$ cat config.mk
export PLATFORM = sky130hd
export DESIGN_NAME = fill_monitor
export DESIGN_NICKNAME = d
export VERILOG_FILES = /design/src/source/stream_buffer_pkg.sv /design/src/source/fill_monitor.sv
export VERILOG_INCLUDE_DIRS = /design/src /design/src/source
export SDC_FILE = /design/constraint.sdc
export NUM_CORES = 1
export LEC_CHECK = 0
export ABC_AREA = 1
export BUFFER_PORTS_ARGS = -buffer_cell sky130_fd_sc_hd__buf_2
export CORE_MARGIN = 2
export CORE_UTILIZATION = 55
export CTS_BUF_LIST = sky130_fd_sc_hd__clkbuf_4
export DETAILED_ROUTE_END_ITERATION = 16
export MAX_ROUTING_LAYER = met4
export PLACE_DENSITY = 0.95
export SYNTH_ARGS = -nofsm -noshare
export SYNTH_HDL_FRONTEND = slang
export SYNTH_SLANG_ARGS = --single-unit
$ cat constraint.sdc
create_clock -name okClk -period 5.1 [get_ports okClk]
set_clock_uncertainty 0.15 [all_clocks]
set_input_delay 1.53 -clock okClk [delete_from_list [all_inputs] [get_ports okClk]]
set_output_delay 1.53 -clock okClk [all_outputs]
set_load 0.05 [all_outputs]
$ cat src/source/stream_buffer_defines.svh
`ifndef STREAM_BUFFER_DEFINES_SVH
`define STREAM_BUFFER_DEFINES_SVH

////////////////////////////////////////
// sample and word sizes
////////////////////////////////////////
`define SB_SAMPLE_W 16
`define SB_WORD_W 32
`define SB_SAMPLES_PER_BURST 8

////////////////////////////////////////
// queue and ring depths
////////////////////////////////////////
`define SB_PACK_DEPTH 4
`define SB_INGRESS_DEPTH 2
`define SB_OUT_DEPTH 4
// ring holds 2**6 = 64 bursts
`define SB_RING_LOG2 6
`define SB_COUNT_W 32

`endif

$ cat src/source/stream_buffer_pkg.sv
`include "stream_buffer_defines.svh"

package stream_buffer_pkg;

	////////////////////////////////////////
	// data types
	////////////////////////////////////////
	// one input sample from the acquisition side
	typedef logic [`SB_SAMPLE_W-1:0] sample_t;
	// one host word, two samples side by side
	typedef logic [`SB_WORD_W-1:0] word_t;
	// one burst, sample 0 in the low bits
	typedef logic [`SB_SAMPLE_W*`SB_SAMPLES_PER_BURST-1:0] burst_t;
	// burst index into the ring RAM
	typedef logic [`SB_RING_LOG2-1:0] ring_addr_t;
	// occupancy in 16-bit samples
	typedef logic [`SB_COUNT_W-1:0] sample_count_t;
	// block size and output level in 32-bit words
	typedef logic [`SB_COUNT_W-1:0] word_count_t;

	// use of the ring RAM port in a given cycle
	typedef enum logic [1:0] {
		PORT_IDLE,
		PORT_WRITE,
		PORT_READ
	} port_op_t;

endpackage

$ cat src/source/fill_monitor.sv
`timescale 1ns/1ps

module fill_monitor (
	input logic okClk,
	input logic reset,
	input stream_buffer_pkg::sample_count_t packer_samples,
	input stream_buffer_pkg::sample_count_t ring_samples,
	input stream_buffer_pkg::word_count_t out_words,
	input stream_buffer_pkg::word_count_t block_size,
	output stream_buffer_pkg::sample_count_t num_words,
	output logic out_ready
);

	////////////////////////////////////////
	// total occupancy
	////////////////////////////////////////
	// output words carry two samples each
	stream_buffer_pkg::sample_count_t out_samples;
	stream_buffer_pkg::sample_count_t total;

	assign out_samples = stream_buffer_pkg::sample_count_t'(out_words) << 1;
	assign total = packer_samples + ring_samples + out_samples;

	always_ff @(posedge okClk) begin
		if (reset) begin
			num_words <= '0;
		end else begin
			num_words <= total;
		end
	end

	////////////////////////////////////////
	// block ready flag
	////////////////////////////////////////
	// host may start a block transfer once the output queue covers it
	always_ff @(posedge okClk) begin
		if (reset) begin
			out_ready <= 1'b0;
		end else begin
			out_ready <= (out_words >= block_size);
		end
	end

endmodule

; ---- Word level (Yosys, flattened, before mapping)
; Cells that the tools add are included.
[classes]
add_sub_neg = 2
order_cmp = 1
[op_table]
columns = operator, n
row1 = $add A32 B32 Y32, 2
row2 = $ge A32 B32 Y1, 1
[totals]
reg_bits = 33
output_inout_bits = 33
word_cells = 5
input_bits = 130

; ---- Longest topological paths before layout
[logic_depth]
depth_word = 2
mapped_depth = 13
mapped_depth_nobuf = 13

; ---- Worst setup path after synthesis
; Ideal clock, no wire load.
[synth_path]
path_type = input to register
from = input port packer_samples[1]
to = register num_words[29]
t_arrival_ns = 3.305
stages = 11
setup_time_ns = 0.115
slack_ns = 1.530
cell_sequence = fa_1 ha_1 fa_1 nand3_1 nand3_1 nand3_1 nand3_1 nand2_1 nand3_1 nand2_1 nor2_1
[synth_between]
elab_chain_len = 2
[synth_lines]
columns = item, line_no
row1 = start: declaration, fill_monitor.sv:6  ; input stream_buffer_pkg::sample_count_t packer_samples,
row2 = $add A32 B32 Y32 (2 in series), fill_monitor.sv:22  ; assign total = packer_samples + ring_samples + out_samples;
row3 = end signal: assignment, fill_monitor.sv:28  ; num_words <= total;
row4 = end: declaration, fill_monitor.sv:10  ; output stream_buffer_pkg::sample_count_t num_words,
; No other way between the ends.
; A chain may end at the register's enable or synchronous reset.

; ---- Worst setup path after layout
[layout_path]
from = input port packer_samples[1]
to = register num_words[21]
; The elaborated chain is that of the path after synthesis.

==> results.md <==
- Status: finished, final reports clean
- Nets: about 1100
- CP Capture Type: flip-flop
- Final number of max-transition violations: 0
- Routed WL: between 10000 and 15000 um
- CP max FO: 4
- Commonest non-fill, non-tap cells in the layout: nand2_1 (224), buf_2 (162), inv_1 (133)
- Final hold violation count: 0
- Vias in the first global route: 4718
- CTS-repair resized insts: 0
- Final Critical Period: 3560 ps
- Initial antenna violation count: 0
- Final worst path period share: 0.699
- Die height: about 95 um
- Largest stage delay on the critical path: 470 ps
- Post-synthesis sequential area ratio: 0.146
- WP data arrival: 3710 ps
- Total number of vias: slightly below 5000
- Remaining routing DRC violations: 0
- Antenna cell count: 0
- CP max stage cell: fa_1
- RSZ-0062 raised after global routing: no
- Clock power share: 0.131
- GR Util met3: 0.0359
- Met2 Usage GRT: 0.504
- Yosys cell types: 27
- Row count: 33
- Post-synthesis sequential element count: 33
- EDFF count, synth: 0
- CTS Buf Count: 5
- Die area: 8980 sq um
- Final Setup Violations: 0
- Synthesized cell area: approximately 4500 sq um
- Syn nets: just over 900
- Sequential Area: ~660 sq um
- Sw Share: 0.521
- Post-Route Setup TNS: 0 ps
- # hold bufs at CTS: 0
- Critical path class: input pin to flip-flop
- # Max-Cap Violations: 0
- Gr usage total: 0.279
- Logic pwr share: 0.658
- Overall power: 1.55 mW
- Detailed placement HPWL: around 10000 um
- Overflow after GRT: 0
- Chip Width: roughly 95 um
- Tightest Pin Transition: 846 ps
- Highest clock rate: around 280 MHz
- First-pass GRT wire length: between 15000 and 20000 um
- Placeable Area: between 8000 and 9000 sq um
- Drt first-iter violations: 299
- Number of fill cells in the layout: 708
- Hold crit path type: input pin to flip-flop
- CTS sink count: 33
- Largest net degree at the start of global routing: 28
- P_sw: ~810 uW
- CTS tree: done
- RePlAce Congestion: about 0.95
- GR Util met1: 0.324
- Sequential Power Share: 0.211
- Internal Power: 743 uW
- Syn_area_per_cell: 6.42 sq um
- Async set-reset flop share out of synthesis: 0
- Slew HR: 0.435
- Synth Instances: just over 700
- Most common cell after layout, fill and taps aside: nand2_1
- Wirelength per Cell: roughly 12 um
- Top_reg_cell synth: dfxtp_1
- CTS root buf: clkbuf_4
- DRT antenna net count: 0
- Clock buffer depth: 2
- H-tree levels: 2
- Worst Path Required: ~5200 ps
- Share of layout cells above drive strength 1: 0.220
- Router iterations before antenna repair: 8
- # IOs: ~160
- CP Cell Sequence: buf_2 -> fa_1 -> ha_1 -> fa_1 -> nand3_1 -> nand3_1 -> nand3_1 -> nand3_1 -> nand2_1 -> nand2_1 -> nand2_1 -> nand2_1 -> nor2_1
- Yosys warns: 0
- Initial Utilization: 0.560
- Worst-path clk slew: about 120 ps
- PD cells: roughly 280 nW/um^2
- CP startpoint kind: input pin
- Layout area overhead: 22.3%
- Grt peak-use layer: met2
- Total setup buffers inserted after CTS: 0
- Port-buffer cells: between 150 and 200
- Maximum VDD drop: 0.000144 V
- Vias/cell: between 5 and 6
- Area of the multi-input gates: 3340 sq um
- LEAKAGE: between 3 and 4 nW
-- critical path: cells and delay by family --
kind / cells / cell delay, ps
fa+ha+maj: 3 / 1180
simple gates: 9 / 880
buf+inv: 1 / 110
-- worst paths after layout --
kind,start,end,cells after the start
worst max-delay path,packer_samples[1],num_words[21],13
worst min-delay path,reset,out_ready,2
-- per-stage QoR --
| stage | hold WS, ps | std cells | instance area, sq um | setup slack (ps) | utilization |
|---|---|---|---|---|---|
| 6_report | 1310 | 978 | 5540 | 1540 | 0.685 |
| 5_1_grt | 1310 | 978 | 5540 | 1330 | 0.685 |
| 4_1_cts | 1300 | 978 | 5540 | 1560 | 0.685 |
| 3_5_place_dp | 1680 | 970 | 5460 | 1200 | 0.675 |
| 3_3_place_gp | 1670 | 970 | 5460 | 1280 | 0.675 |
| 2_1_floorplan | 1450 | 705 | 4530 | 1530 | - |
-- cell usage after synthesis (8+ instances only) --
library cell  instances  area (sq um)
nand2_1             224           841
inv_1               133           499
nor2_1               69           259
ha_1                 63           788
a21oi_1              53           265
dfxtp_1              33           661
fa_1                 31           621
nand3_1              26           130
o21ai_0              15          75.1
nand2_2               8          50.1
nand4_1               8          50.1
-- area by class of cell --
type / instances / share of cell area
clock buffer: 6 / 0.00813
clock inverter: 2 / 0.00610
inverter: 138 / 0.0935
multi-input combinational: 532 / 0.603
sequential: 33 / 0.119
tap: 105 / 0.0237
timing repair buffer: 162 / 0.146
-- power groups by stage --
stage,registers (mW),clock network [mW],logic (mW)
3_3_place_gp,0.334,0,0.989
2_1_floorplan,0.535,0,0.538
3_5_place_dp,0.333,0,1.01
5_1_grt,0.333,0.218,1.14
6_report,0.328,0.203,1.02
4_1_cts,0.328,0.203,1.01
-- sequential cells by signal (all words and copies together) (netlist names) --
signal / cells
num_words: 32
out_ready: 1
-- layer usage --
metal / share of wire / vias up
li1: - / 2534
met1: 0.40 / 2157
met2: 0.49 / 210
met3: 0.076 / 31
met4: 0.027 / 0
met5: 0 / -
-- cell families (layout without fill, tap and decap cells) --
| family | count (synthesis) | after routing | share of synthesized area |
|---|---|---|---|
| buf+inv | 140 | 308 | 0.117 |
| flops | 33 | 33 | 0.146 |
| fa+ha+maj | 94 | 94 | 0.311 |
| xor+xnor | 4 | 4 | 0.00773 |
| simple gates | 353 | 353 | 0.322 |
| compound gates | 81 | 81 | 0.0970 |
No activity file was read; power rests on OpenSTA's default activity.
