$ cat src/source/stream_buffer_defines.svh
`ifndef STREAM_BUFFER_DEFINES_SVH
`define STREAM_BUFFER_DEFINES_SVH

////////////////////////////////////////
// sample and word sizes
////////////////////////////////////////
`define SB_SAMPLE_W 16
`define SB_WORD_W 32
`define SB_SAMPLES_PER_BURST 8

////////////////////////////////////////
// queue and ring depths
////////////////////////////////////////
`define SB_PACK_DEPTH 4
`define SB_INGRESS_DEPTH 2
`define SB_OUT_DEPTH 4
// ring holds 2**6 = 64 bursts
`define SB_RING_LOG2 6
`define SB_COUNT_W 32

`endif

$ cat src/source/stream_buffer_pkg.sv
`include "stream_buffer_defines.svh"

package stream_buffer_pkg;

	////////////////////////////////////////
	// data types
	////////////////////////////////////////
	// one input sample from the acquisition side
	typedef logic [`SB_SAMPLE_W-1:0] sample_t;
	// one host word, two samples side by side
	typedef logic [`SB_WORD_W-1:0] word_t;
	// one burst, sample 0 in the low bits
	typedef logic [`SB_SAMPLE_W*`SB_SAMPLES_PER_BURST-1:0] burst_t;
	// burst index into the ring RAM
	typedef logic [`SB_RING_LOG2-1:0] ring_addr_t;
	// occupancy in 16-bit samples
	typedef logic [`SB_COUNT_W-1:0] sample_count_t;
	// block size and output level in 32-bit words
	typedef logic [`SB_COUNT_W-1:0] word_count_t;

	// use of the ring RAM port in a given cycle
	typedef enum logic [1:0] {
		PORT_IDLE,
		PORT_WRITE,
		PORT_READ
	} port_op_t;

endpackage

$ cat src/source/sample_packer.sv
`timescale 1ns/1ps

`include "stream_buffer_defines.svh"

module sample_packer (
	input logic okClk,
	input logic reset,
	input logic write_en,
	input stream_buffer_pkg::sample_t write_data,
	input logic pack_credit,
	output logic pack_valid,
	output stream_buffer_pkg::burst_t pack_burst,
	output stream_buffer_pkg::sample_count_t packer_samples
);

	localparam int POS_W = $clog2(`SB_SAMPLES_PER_BURST);
	localparam int PTR_W = $clog2(`SB_PACK_DEPTH);
	localparam int CNT_W = $clog2(`SB_PACK_DEPTH + 1);
	localparam int CRD_W = $clog2(`SB_INGRESS_DEPTH + 1);
	localparam int BURST_W = `SB_SAMPLE_W * `SB_SAMPLES_PER_BURST;

	////////////////////////////////////////
	// partial burst assembly
	////////////////////////////////////////
	// position of the next sample inside the partial burst
	logic [POS_W-1:0] pos;
	stream_buffer_pkg::burst_t partial;
	// new sample enters at the top, earlier ones move toward bit 0
	stream_buffer_pkg::burst_t shifted;
	logic burst_done;

	assign shifted = {write_data, partial[BURST_W-1:`SB_SAMPLE_W]};
	assign burst_done = write_en && (pos == POS_W'(`SB_SAMPLES_PER_BURST - 1));

	always_ff @(posedge okClk) begin
		if (reset) begin
			pos <= '0;
		end else if (write_en) begin
			pos <= pos + 1'b1;
		end
	end

	always_ff @(posedge okClk) begin
		if (write_en) begin
			partial <= shifted;
		end
	end

	////////////////////////////////////////
	// burst queue and credit sender
	////////////////////////////////////////
	stream_buffer_pkg::burst_t q_mem [`SB_PACK_DEPTH];
	logic [PTR_W-1:0] q_wr;
	logic [PTR_W-1:0] q_rd;
	logic [CNT_W-1:0] q_count;
	// slots free in the store ingress queue
	logic [CRD_W-1:0] credits;
	logic send;

	// one burst per cycle at most, only with a credit in hand
	assign send = (q_count != '0) && (credits != '0);

	always_ff @(posedge okClk) begin
		if (reset) begin
			q_wr <= '0;
			q_rd <= '0;
			q_count <= '0;
			credits <= CRD_W'(`SB_INGRESS_DEPTH);
			pack_valid <= 1'b0;
		end else begin
			pack_valid <= send;
			if (burst_done) begin
				q_wr <= q_wr + 1'b1;
			end
			if (send) begin
				q_rd <= q_rd + 1'b1;
			end
			q_count <= q_count + CNT_W'(burst_done) - CNT_W'(send);
			credits <= credits - CRD_W'(send) + CRD_W'(pack_credit);
		end
	end

	always_ff @(posedge okClk) begin
		if (burst_done) begin
			q_mem[q_wr] <= shifted;
		end
		if (send) begin
			pack_burst <= q_mem[q_rd];
		end
	end

	// burst on the link still belongs to this stage for counting
	assign packer_samples = stream_buffer_pkg::sample_count_t'(pos)
		+ (stream_buffer_pkg::sample_count_t'(q_count)
		+ stream_buffer_pkg::sample_count_t'(pack_valid)) * `SB_SAMPLES_PER_BURST;

endmodule

$ cat config.mk
export PLATFORM = sky130hd
export DESIGN_NAME = sample_packer
export DESIGN_NICKNAME = d
export VERILOG_FILES = /design/src/source/stream_buffer_pkg.sv /design/src/source/sample_packer.sv
export VERILOG_INCLUDE_DIRS = /design/src /design/src/source
export SDC_FILE = /design/constraint.sdc
export NUM_CORES = 1
export LEC_CHECK = 0
export ABC_AREA = 0
export BUFFER_PORTS_ARGS = -buffer_cell sky130_fd_sc_hd__buf_2
export CORE_MARGIN = 2
export CORE_UTILIZATION = 59
export CTS_CLUSTER_DIAMETER = 120
export DETAILED_ROUTE_END_ITERATION = 8
export PLACE_DENSITY = 0.79
export SYNTH_ARGS = -nofsm -noshare
export SYNTH_HDL_FRONTEND = slang
export SYNTH_SLANG_ARGS = --single-unit
$ cat constraint.sdc
create_clock -name okClk -period 7.15 [get_ports okClk]
set_input_delay 1.7875 -clock okClk [delete_from_list [all_inputs] [get_ports okClk]]
set_output_delay 1.7875 -clock okClk [all_outputs]
set_load 0.02 [all_outputs]
### Word-level counts from Yosys, hierarchy flattened

Memory sizes are Yosys's and may differ from the RTL's. A register that Yosys moved wholly into a read port is not among the register bits.
Index checks and enable logic that the tools add are counted.
W data, S select, Z words.

| storage, ports and cells | value |
|---|---|
| register bits | 141 |
| RAM bits | 512 |
| bits of input ports | 20 |
| output and inout port bits | 161 |
| word-level logic and storage cells | 24 |
| memories | 1 |

| cells by class | value |
|---|---|
| add/subtract/negate cells | 9 |
| equality and inequality tests | 1 |
| muxes and demuxes | 2 |
| reduce and logical (&&, ||, !) cells | 4 |

Memories:

| memory | words | bits a word | read ports | clocked after memory_dff | wr ports | line | text |
|---|---|---|---|---|---|---|---|
| q_mem | 4 | 128 | 1 | 1 | 1 | sample_packer.sv:52 | `` stream_buffer_pkg::burst_t q_mem [`SB_PACK_DEPTH]; `` |

Operators with widths:

| kind | number |
|---|---|
| $add A3 B7 Y8 | 1 |
| $add A2 B1 Y2 const B | 2 |
| $add A3 B1 Y4 | 1 |
| $add A3 B1 Y3 | 1 |
| $add A3 B1 Y3 const B | 1 |
| $eq A3 B3 Y1 const B | 1 |
| $reduce_bool A3 Y1 | 1 |
| $sub A3 B1 Y3 | 1 |
| $add A2 B1 Y2 | 1 |
| $logic_and A1 B1 Y1 | 2 |
| $mux W1 | 2 |
| $reduce_bool A2 Y1 | 1 |
| $sub A2 B1 Y2 | 1 |

### Logic depth before layout (Yosys ltp)

Gate-level depths: netlist of the first run.

| depth | value |
|---|---|
| word-level depth | 4 |
| depth in mapped cells | 8 |
| depth with buffers taken out | 8 |

### Worst setup path before layout of the first run

OpenSTA, ideal clock, no wires.

| path | value |
|---|---|
| kind | input port to flip-flop |
| start | input port write_en |
| end | memory q_mem[0][0] (netlist name) (enable) |
| arrival time | 5,099 ps |
| required time | 6,647 ps |
| setup slack | 1,548 ps |
| stages | 2 |
| path buffers | 1 |
| cell sequence | clkbuf_1 and3_1 |

| on the way | value |
|---|---|
| word-level cells in the longest chain between the ends | 3 |

RTL lines:

| what | line | text |
|---|---|---|
| start, declared | sample_packer.sv:8 | `input logic write_en,` |
| $logic_and A1 B1 Y1 | sample_packer.sv:33 | `` assign burst_done = write_en && (pos == POS_W'(`SB_SAMPLES_PER_BURST - 1)); `` |
| $mux W1 | sample_packer.sv:84 | `if (burst_done) begin` |
| $mux W1 (implied by the code) | sample_packer.sv:85 | `q_mem[q_wr] <= shifted;` |
| end, declared | sample_packer.sv:52 |  |

Every way passes these cells.

### Final worst setup path of the first run

| path | value |
|---|---|
| start | input port write_en |
| end | memory q_mem[1][39] (netlist name) (enable) |

The elaborated chain is that of the path after synthesis.

==> out/summary.txt, run 1 <==
Die ar.: 46800 um^2
Critical Path RT: 7370 ps
Slew headroom: 0.223
# rows: 77
CP Launch Point: write_en
Hold_ws: 501 ps
Dpl ws: 2710 ps
Overflow after GRT: 0
Worst slew pin tran: 1170 ps
CP Launch Type: input pin
CTS root buffer: clkbuf_16
#FFs+latches synth: 765
FF-to-FF path depth: 4
Status: complete, no violations
Fin crit share: 0.533
Wirelength per Cell: 25.4 um
Max_cap viols: 0
Synth cell types: 28
Hold Vio Cnt, Final: 0
Fillers: 2684
Mapped Area: 26600 um^2
Initial antenna violation count: 1
N_diodes: 0
Most frequent cells in the layout: edfxtp_1 (752), buf_2 (154), mux4_2 (128)
Total core area: 44300 um^2
Final instance area: 30100 um^2
Vias in the first global route: 11255
GR peak layer: met2
Postcts setup bufs: 0
R2R Path Start: pos[0]
Fin. max-slew vios: 0
# clock sinks: 765
HP Class: register to register
Commonest non-fill, non-tap cell in the layout: edfxtp_1
RSZ-0062 raised after global routing: no
Hold path start: partial[30]
Number of DRC markers in iteration 0: 853
Die H: 216 um
Post-Synthesis Cells: 1009
TritonRoute pass-1 iters: 5
Arrival time worst endpoint: 4030 ps
Pwr Density: 381 nW/um^2
Total CTS buffers: 72
Leak: 9.80 nW
Fraction of the yosys area taken by sequential cells: 0.859
First-pass GRT wire length: 70.6 mm
Global Route met3 Usage: 0.0397
Register clock-pin slew on the reported worst setup and hold paths: 60 ps
Final setup viols: 0
Layout cells sized above 1: 0.310
Layout Nets: 1249
GRT Overall Usage: 0.207
DP Wirelength: 23.3 mm
CTS tree: done
Fin Setup TNS: 0 ps
Drt total wl: 47.3 mm
Hold Path Stages: 0
Pin count of the biggest net entering global routing: 129
Drt drc: 0
Routability congestion estimate: 0.709
Max Clock Freq: 262 MHz
Area added between synthesis and finish: 13.4%
Clock skew: 19.5 ps
Routed Antenna Nets: 0
Hold buffers post-CTS: 0
Top-Level Pins: 181
DR vias: 10666
Drt via density: 5.72
Setup crit end kind: register
Placed cell count: 1735
Initial Utilization: 0.600
Max IR drop VDD: 267 uV
GR Util met2: 0.359
Avg Inst Size Synth: 26.3 um^2
Maximum fanout along the worst path: 72
Clk_lat worst skew: 580 ps
Critical setup path kind: input pin to register
Worst setup margin: 3340 ps
Port buffer count: 155
Non-filler cells, final: 1865
Warnings, synthesis: 0
CTS Buffer Depth: 3
Placed Area: 27900 um^2
Global routing usage on met1: 0.271
Post-layout minimum cycle time: 3810 ps
PostCTS Resize Cnt: 0
Die width: 216 um
H-tree Lvls: 3
## synthesized netlist by cell type
master    count  share of area
nand2_1       5        0.00071
a21oi_1       2        0.00038
and2_1        1        0.00024
or3_1         1        0.00024
dfxtp_1      13         0.0098
o21ai_0       3        0.00056
fa_1          1        0.00075
nor2_1        9         0.0013
buf_4        26         0.0073
buf_1         1        0.00014
conb_1        1        0.00014
clkbuf_1      3        0.00042
nand3_1       1        0.00019
nor3_1        1        0.00019
xor2_1        2        0.00066
o32ai_2       1        0.00061
ha_1         11         0.0052
buf_6        13         0.0055
mux2i_1       3         0.0011
inv_1         6        0.00085
nand2b_1      1        0.00024
buf_2        12         0.0023
edfxtp_1    752           0.85
xnor2_1       3        0.00099
or2_2         1        0.00024
nor2b_1       4        0.00094
and3_1        4        0.00094
mux4_2      128           0.11
## cell type report
type	count	area, um^2	area share
Clock buffer	97	2000	0.0664
Clock inverter	33	206	0.00685
Inverter	6	27.5	0.000914
Multi-Input combinational cell	207	3410	0.113
Sequential cell	765	22800	0.758
Tap cell	592	741	0.0246
Timing Repair Buffer	165	895	0.0297
## kinds of logic (layout without fill, tap and decap cells)
family | Yosys count | in the layout | share of synthesized area
other | 1 | 25 | 0.000141
XOR/XNOR | 5 | 5 | 0.00165
adder cells (fa/ha/maj) | 12 | 12 | 0.00593
buffers and inverters | 61 | 301 | 0.0165
flip-flops | 765 | 765 | 0.859
multiplexers | 131 | 131 | 0.110
AO/OA/AOI/OAI | 6 | 6 | 0.00155
AND/OR/NAND/NOR | 28 | 28 | 0.00518
## through the flow
step / util / total power (W)
6_report: 0.680 / 0.0115
5_1_grt: 0.680 / 0.0119
4_1_cts: 0.680 / 0.0116
3_5_place_dp: 0.630 / 0.00802
3_3_place_gp: 0.630 / 0.00800
2_1_floorplan: - / 0.00737
## worst max-delay path, cell delays in order
cell    delay, ps
buf_6         440
and3_4       1040
buf_4         560
## worst paths after layout
check	endpoint	slack (ps)
max	q_mem[1][39]	3340
min reg2reg	q_mem[2][14]	500
min	q_mem[2][14]	500
max reg2reg	q_mem[1][39]	4360
## state kept, by name, indices dropped and copies added, names as in the netlist
register	cells
credits	2
pack_valid	1
q_rd	2
partial	112
pack_burst	128
q_wr	2
q_mem	512
pos	3
q_count	3
## layer usage
| metal | vias up | wire, um |
|---|---|---|
| met1 | 5624 | 18800 |
| li1 | 4603 | - |
| met5 | - | 0 |
| met2 | 370 | 25100 |
| met4 | 0 | 1020 |
| met3 | 69 | 2350 |
## where the power goes
part / total (W) / switching, W / internal [W]
combinational: 0.00198 / 0.00125 / 0.000729
sequential: 0.00591 / 0.000292 / 0.00562
clock: 0.00358 / 0.00154 / 0.00204
total: 0.0115 / 0.00309 / 0.00838
Note: power is estimated with default switching activity, not from simulation.
==> inputs of run 2 (changes only) <==
==> constraint.sdc (replaced) <==
create_clock -name okClk -period 3.9 [get_ports okClk]
set_input_delay 0.975 -clock okClk [delete_from_list [all_inputs] [get_ports okClk]]
set_output_delay 0.975 -clock okClk [all_outputs]
set_load 0.02 [all_outputs]
==> out/summary.txt, run 2 (same netlist as run 1, synthesis figures left out) <==
N_diodes: 0 (unchanged)
PostCTS Resize Cnt: 0 (unchanged)
Critical setup path kind: register to output port
Drt drc: 0 (unchanged)
Die H: 216 um (unchanged)
Initial antenna violation count: 1 (unchanged)
CP Launch Type: register
Die width: 216 um (unchanged)
Pin count of the biggest net entering global routing: 78 (-40%)
Area added between synthesis and finish: 13.8%
Hold Path Stages: 0 (unchanged)
First-pass GRT wire length: 73.7 mm (+4.4%)
Post-layout minimum cycle time: 2630 ps
Routability congestion estimate: 0.708 (about the same)
Hold Vio Cnt, Final: 0 (unchanged)
Initial Utilization: 0.600 (unchanged)
# rows: 77 (unchanged)
Leak: 9.87 nW (+0.65%)
Total core area: 44300 um^2 (unchanged)
Most frequent cells in the layout: edfxtp_1 (752), buf_2 (154), mux4_2 (128)
DR vias: 11071 (+3.8%)
Dpl ws: 879 ps (-1830 ps)
CTS Buffer Depth: 3 (unchanged)
RSZ-0062 raised after global routing: no
Finished Core Util: 0.683 (+0.00271)
Multi-input gate area: 3410 um^2 (unchanged)
Total CTS buffers: 72 (unchanged)
Status: complete, no violations
H-tree Lvls: 3 (unchanged)
Postcts setup bufs: 0 (unchanged)
TritonRoute pass-1 iters: 5 (unchanged)
Port buffer count: 155 (unchanged)
Overflow after GRT: 0 (unchanged)
Final setup viols: 0 (unchanged)
# clock sinks: 765 (unchanged)
CTS tree: done
Clock skew: 15.3 ps (-4.20 ps)
R2R setup slack: 1370 ps (-2990 ps)
Top-Level Pins: 181 (unchanged)
Fin Setup TNS: 0 ps (unchanged)
Pwr Density: 699 nW/um^2 (+83%)
Commonest non-fill, non-tap cell in the layout: edfxtp_1
Critical Path RT: 2920 ps (-4450 ps)
Fin. max-slew vios: 0 (unchanged)
Slew headroom: 0.439 (+0.216)
Max reg flops: 512 (unchanged)
Maximum fanout along the worst path: 5 (-93%)
Hold buffers post-CTS: 0 (unchanged)
HP Class: register to register
Worst setup margin: 1270 ps (-2070 ps)
FF-to-FF path depth: 3 (-1)
Top Registers: q_mem (512), pack_burst (128), partial (112)
Placed cell count: 1748 (+0.75%)
DP Wirelength: 26.4 mm (+13%)
Non-filler cells, final: 1875 (+0.54%)
Final instance area: 30200 um^2 (+0.40%)
Worst r2r dst: pack_burst[20]
GRT Overall Usage: 0.217 (+0.0100)
Layout cells sized above 1: 0.316 (+0.00538)
Die ar.: 46800 um^2 (unchanged)
CTS root buffer: clkbuf_16
Layout Nets: 1262 (+1.0%)
Sequential Area: 22800 um^2 (unchanged)
Fillers: 2588 (-3.6%)
R2R Path Start: q_count[1]
Arrival time worst endpoint: 1660 ps (-2370 ps)
Number of DRC markers in iteration 0: 1160 (+36%)
Clk_lat worst skew: 590 ps (about the same)
Register clock-pin slew on the reported worst setup and hold paths: 60 ps (about the same)
Max Clock Freq: 380 MHz
Drt via density: 5.90 (+3.2%)
Hold path start: partial[30]
Max_cap viols: 0 (unchanged)
Placed Area: 28100 um^2 (+0.57%)
Fin crit share: 0.676
Setup crit end kind: output port
Endpoint with the worst hold slack: q_mem[1][14]
Vias in the first global route: 11444 (+1.7%)
Worst slew pin tran: 841 ps (-324 ps)
Wirelength per Cell: 26.4 um (+4.2%)
Most flops, register: q_mem
Max IR drop VDD: 572 uV (+110%)
Routed Antenna Nets: 0 (unchanged)
Drt total wl: 49.6 mm (+4.8%)
## run 2: cell types whose count changed in the layout (fill, tap and decap cells not counted)
cell,before,now
buf_12,3,8
buf_4,7,15
bufinv_16,2,1
clkbuf_1,20,19
clkinv_1,17,18
clkinv_2,10,8
## run 2: worst max-delay path by stage
stage / slack [ps] / from / cells after the start / end
after global routing: 1120 / q_count[0] / 4 / packer_samples[5]
after CTS: 1230 / q_count[0] / 4 / packer_samples[5]
after global placement: 900 / write_en / 3 / q_mem[1][122]
after detailed placement: 880 / write_en / 3 / q_mem[1][121]
final: 1270 / q_count[0] / 4 / packer_samples[5]
after floorplan: 390 / q_count[1] / 2 / pack_burst[0]
## run 2: cell type report
| type | instances | share of cell area |
|---|---|---|
| Tap cell | 592 | 0.0245 |
| Multi-Input combinational cell | 207 | 0.113 |
| Inverter | 6 | 0.000910 |
| Sequential cell | 765 | 0.755 |
| Timing Repair Buffer | 178 | 0.0349 |
| Clock buffer | 96 | 0.0661 |
| Clock inverter | 31 | 0.00563 |
## run 2: per-stage QoR
stage	total power [W]	hold slack, ps
3_5_place_dp	0.0148	481
4_1_cts	0.0214	496
5_1_grt	0.0219	519
6_report	0.0211	495
3_3_place_gp	0.0148	467
2_1_floorplan	0.0135	459
## run 2: power breakdown
part           switching (W)  total (W)  internal [W]
registers           0.000606     0.0109        0.0103
logic                0.00237    0.00372       0.00135
clock network        0.00284    0.00650       0.00366
## run 2: critical path: stages (launching register included)
cell     delay [ps]
dfxtp_1         410
ha_1            190
ha_1            150
xor2_1          140
buf_2           180
## run 2: routing by layer
metal  track usage  wire length [um]  up-vias
li1              -                 -     4638
met1         0.302             19200     5821
met2         0.357             25600      518
met3        0.0393              3410       94
met4        0.0710              1440        0
met5             0                 0        -
==> inputs of run 3 (changes only) <==
--- a/config.mk
+++ b/config.mk
@@ -6,13 +6,13 @@
 export SDC_FILE = /design/constraint.sdc
 export NUM_CORES = 1
 export LEC_CHECK = 0
-export ABC_AREA = 0
+export ABC_AREA = 1
 export BUFFER_PORTS_ARGS = -buffer_cell sky130_fd_sc_hd__buf_2
 export CORE_MARGIN = 2
-export CORE_UTILIZATION = 59
+export CORE_UTILIZATION = 54
 export CTS_CLUSTER_DIAMETER = 120
 export DETAILED_ROUTE_END_ITERATION = 8
-export PLACE_DENSITY = 0.79
+export PLACE_DENSITY = 0.76
 export SYNTH_ARGS = -nofsm -noshare
 export SYNTH_HDL_FRONTEND = slang
 export SYNTH_SLANG_ARGS = --single-unit
==> constraint.sdc (replaced) <==
create_clock -name okClk -period 2.3 [get_ports okClk]
set_input_delay 0.575 -clock okClk [delete_from_list [all_inputs] [get_ports okClk]]
set_output_delay 0.575 -clock okClk [all_outputs]
set_load 0.02 [all_outputs]
==> out/summary.txt, run 3 <==
Status: complete, no violations
Die ar.: 51900 um^2 (+11%)
Number of DRC markers in iteration 0: 1504 (+30%)
Drt drc: 0 (unchanged)
Critical setup path kind: register to output port
Setup crit end kind: output port
Hold_ws: 206 ps (-289 ps)
Endpoint with the worst hold slack: q_mem[0][112]
Maximum fanout along the worst path: 2 (-3)
Most flops, register: q_mem
CP Cell Sequence: ha_1 -> ha_1 -> xor2_1 -> buf_2
FF-to-FF path depth: 10 (+7)
Drt via density: 5.72 (-3.1%)
H-tree Lvls: 3 (unchanged)
Total core area: 49900 um^2 (+13%)
Finished Core Util: 0.623 (-0.0600)
Top Registers: q_mem (512), pack_burst (128), partial (112)
Worst slew pin tran: 843 ps (+1.55 ps)
Hold path start: write_data[0]
Fin Setup TNS: 0 ps (unchanged)
Layout cells sized above 1: 0.167 (-0.149)
Top-Level Pins: 181 (unchanged)
Vias in the first global route: 14313 (+25%)
Fin. max-slew vios: 0 (unchanged)
Most used cell, CP: ha_1
N_diodes: 0 (unchanged)
Fin crit share: 0.953
DR vias: 14262 (+29%)
Commonest non-fill, non-tap cell in the layout: edfxtp_1
Drt total wl: 54.9 mm (+11%)
CTS root buffer: clkbuf_16
Initial antenna violation count: 0 (-1)
Total CTS buffers: 73 (+1.4%)
Crit path max-delay cell type: dfxtp_1
Avg Inst Size Synth: 17.0 um^2 (-35%)
R2R Path Start: q_count[1]
Worst r2r dst: q_count[2]
Layout Nets: 1798 (+42%)
Hold Path Stages: 1 (+1)
Leak: 10.4 nW (+5.6%)
Synth Flop Type: edfxtp_1
Hold buffers post-CTS: 0 (unchanged)
#FFs+latches synth: 765 (unchanged)
Routability congestion estimate: 0.774 (+9.2%)
Arrival time worst endpoint: 1620 ps (-40 ps)
Pwr Density: 1270 nW/um^2 (+82%)
DP Wirelength: 30.3 mm (+15%)
Final setup viols: 0 (unchanged)
Top cell type by total area after synthesis: edfxtp_1
FFs w/ async S/R, synth: 0 (unchanged)
Area added between synthesis and finish: 14.7%
Initial Utilization: 0.543 (-0.0570)
CP Launch Type: register
Clock skew: 22.5 ps (+7.18 ps)
Post-layout minimum cycle time: 2190 ps
Max_cap viols: 0 (unchanged)
Crit-path max cell delay: 310 ps (-100 ps)
Max Clock Freq: 456 MHz
Hold Vio Cnt, Final: 0 (unchanged)
Clk_lat worst skew: 610 ps (+20 ps)
CTS tree: done
Pin count of the biggest net entering global routing: 131 (+68%)
# clock sinks: 765 (unchanged)
Pwr Total: 0.0394 W (+86%)
Port buffer count: 155 (unchanged)
GRT Overall Usage: 0.210 (-0.00766)
Warnings, synthesis: 0 (unchanged)
PostCTS Resize Cnt: 0 (unchanged)
Wirelength per Cell: 22.0 um (-17%)
Most frequent cell after synthesis: edfxtp_1
Top cells by count, synth: edfxtp_1 (752), nor2_1 (273), o21ai_0 (159), o22ai_1 (128), o21ai_1 (104)
RSZ-0062 raised after global routing: no
Register clock-pin slew on the reported worst setup and hold paths: 60 ps (about the same)
Max reg flops: 512 (unchanged)
Routed Antenna Nets: 0 (unchanged)
Die H: 228 um (+5.4%)
# rows: 82 (+6.5%)
Die width: 228 um (+5.4%)
Slew headroom: 0.438 (-0.00104)
Post-Synthesis Cells: 1592 (+58%)
CTS Buffer Depth: 3 (unchanged)
Share of the synthesized area in the top cell type: 0.834 (-0.0152)
Fraction of the yosys area taken by sequential cells: 0.844 (-0.0154)
HP Class: input pin to register
Most frequent cells in the layout: edfxtp_1 (752), nor2_1 (269), o21ai_0 (158)
Mapped Area: 27100 um^2 (+1.8%)
R2R setup slack: 380 ps (-990 ps)
Postcts setup bufs: 0 (unchanged)
TritonRoute pass-1 iters: 5 (unchanged)
Overflow after GRT: 0 (unchanged)
First-pass GRT wire length: 83.1 mm (+13%)
Critical Path RT: 1730 ps (-1190 ps)
Synth cell types: 23 (-18%)
Synth top area cells: edfxtp_1 (83%), nor2_1 (3.8%), o22ai_1 (3.0%)
Post-synth EDFFs: 752 (unchanged)
Max IR drop VDD: 1490 uV (+160%)
==> run 3: cells by family (layout without fill, tap and decap cells) <==
kind of cell    count (synthesis)  after routing  synth area share
simple gates                  286            286            0.0399
xor+xnor                        4              4           0.00129
buf+inv                       130            335            0.0300
other cells                     1             25          0.000139
compound gates                394            394            0.0788
flops                         765            765             0.844
fa+ha+maj                      12             12           0.00583
==> run 3: per-stage QoR <==
step                      instances  setup WS [ps]  instance area [um^2]
after detailed placement       2363            420                 28600
after CTS                      2493           67.2                 31000
final                          2493            108                 31000
after global placement         2363            441                 28600
after global routing           2493           2.76                 31000
after floorplan                1616          -1310                 27200
==> run 3: power breakdown <==
part           switching [W]  internal (W)  total, W  leakage [nW]
Clock                0.00490       0.00723    0.0121          1.19
Sequential          0.000896        0.0177    0.0186          7.03
Combinational        0.00628       0.00240   0.00869          2.20
==> run 3: critical path, delay by kind of cell (launching register included) <==
family	cells	cell delay (ps)
xor+xnor	1	120
fa+ha+maj	2	410
buf+inv	1	180
flops	1	310
==> run 3: worst max path at each step <==
stage                    start           endpoint
floorplan           credits[1]         q_count[2]
global placement      write_en       q_mem[2][60]
detailed placement    write_en       q_mem[2][45]
CTS                 pack_valid  packer_samples[5]
global route        pack_valid  packer_samples[5]
finish              pack_valid  packer_samples[5]
==> run 3: final cells by class <==
| class | count | area, um^2 |
|---|---|---|
| clock buffer | 89 | 1930 |
| sequential | 765 | 22900 |
| multi-input combinational | 721 | 3580 |
| inverter | 20 | 88.8 |
| fill | 3451 | 18800 |
| timing repair buffer | 185 | 1230 |
| tap | 672 | 841 |
| clock inverter | 41 | 508 |
==> run 3: per-layer routing <==
layer  wire length [um]  GRT usage  part of all wire  up-vias
met3               3700     0.0418             0.067       91
met1              21900      0.277              0.40     7236
met4               1230     0.0670             0.022        0
met2              28100      0.353              0.51      580
met5                  0          0                 0        -
li1                   -          -                 -     6355
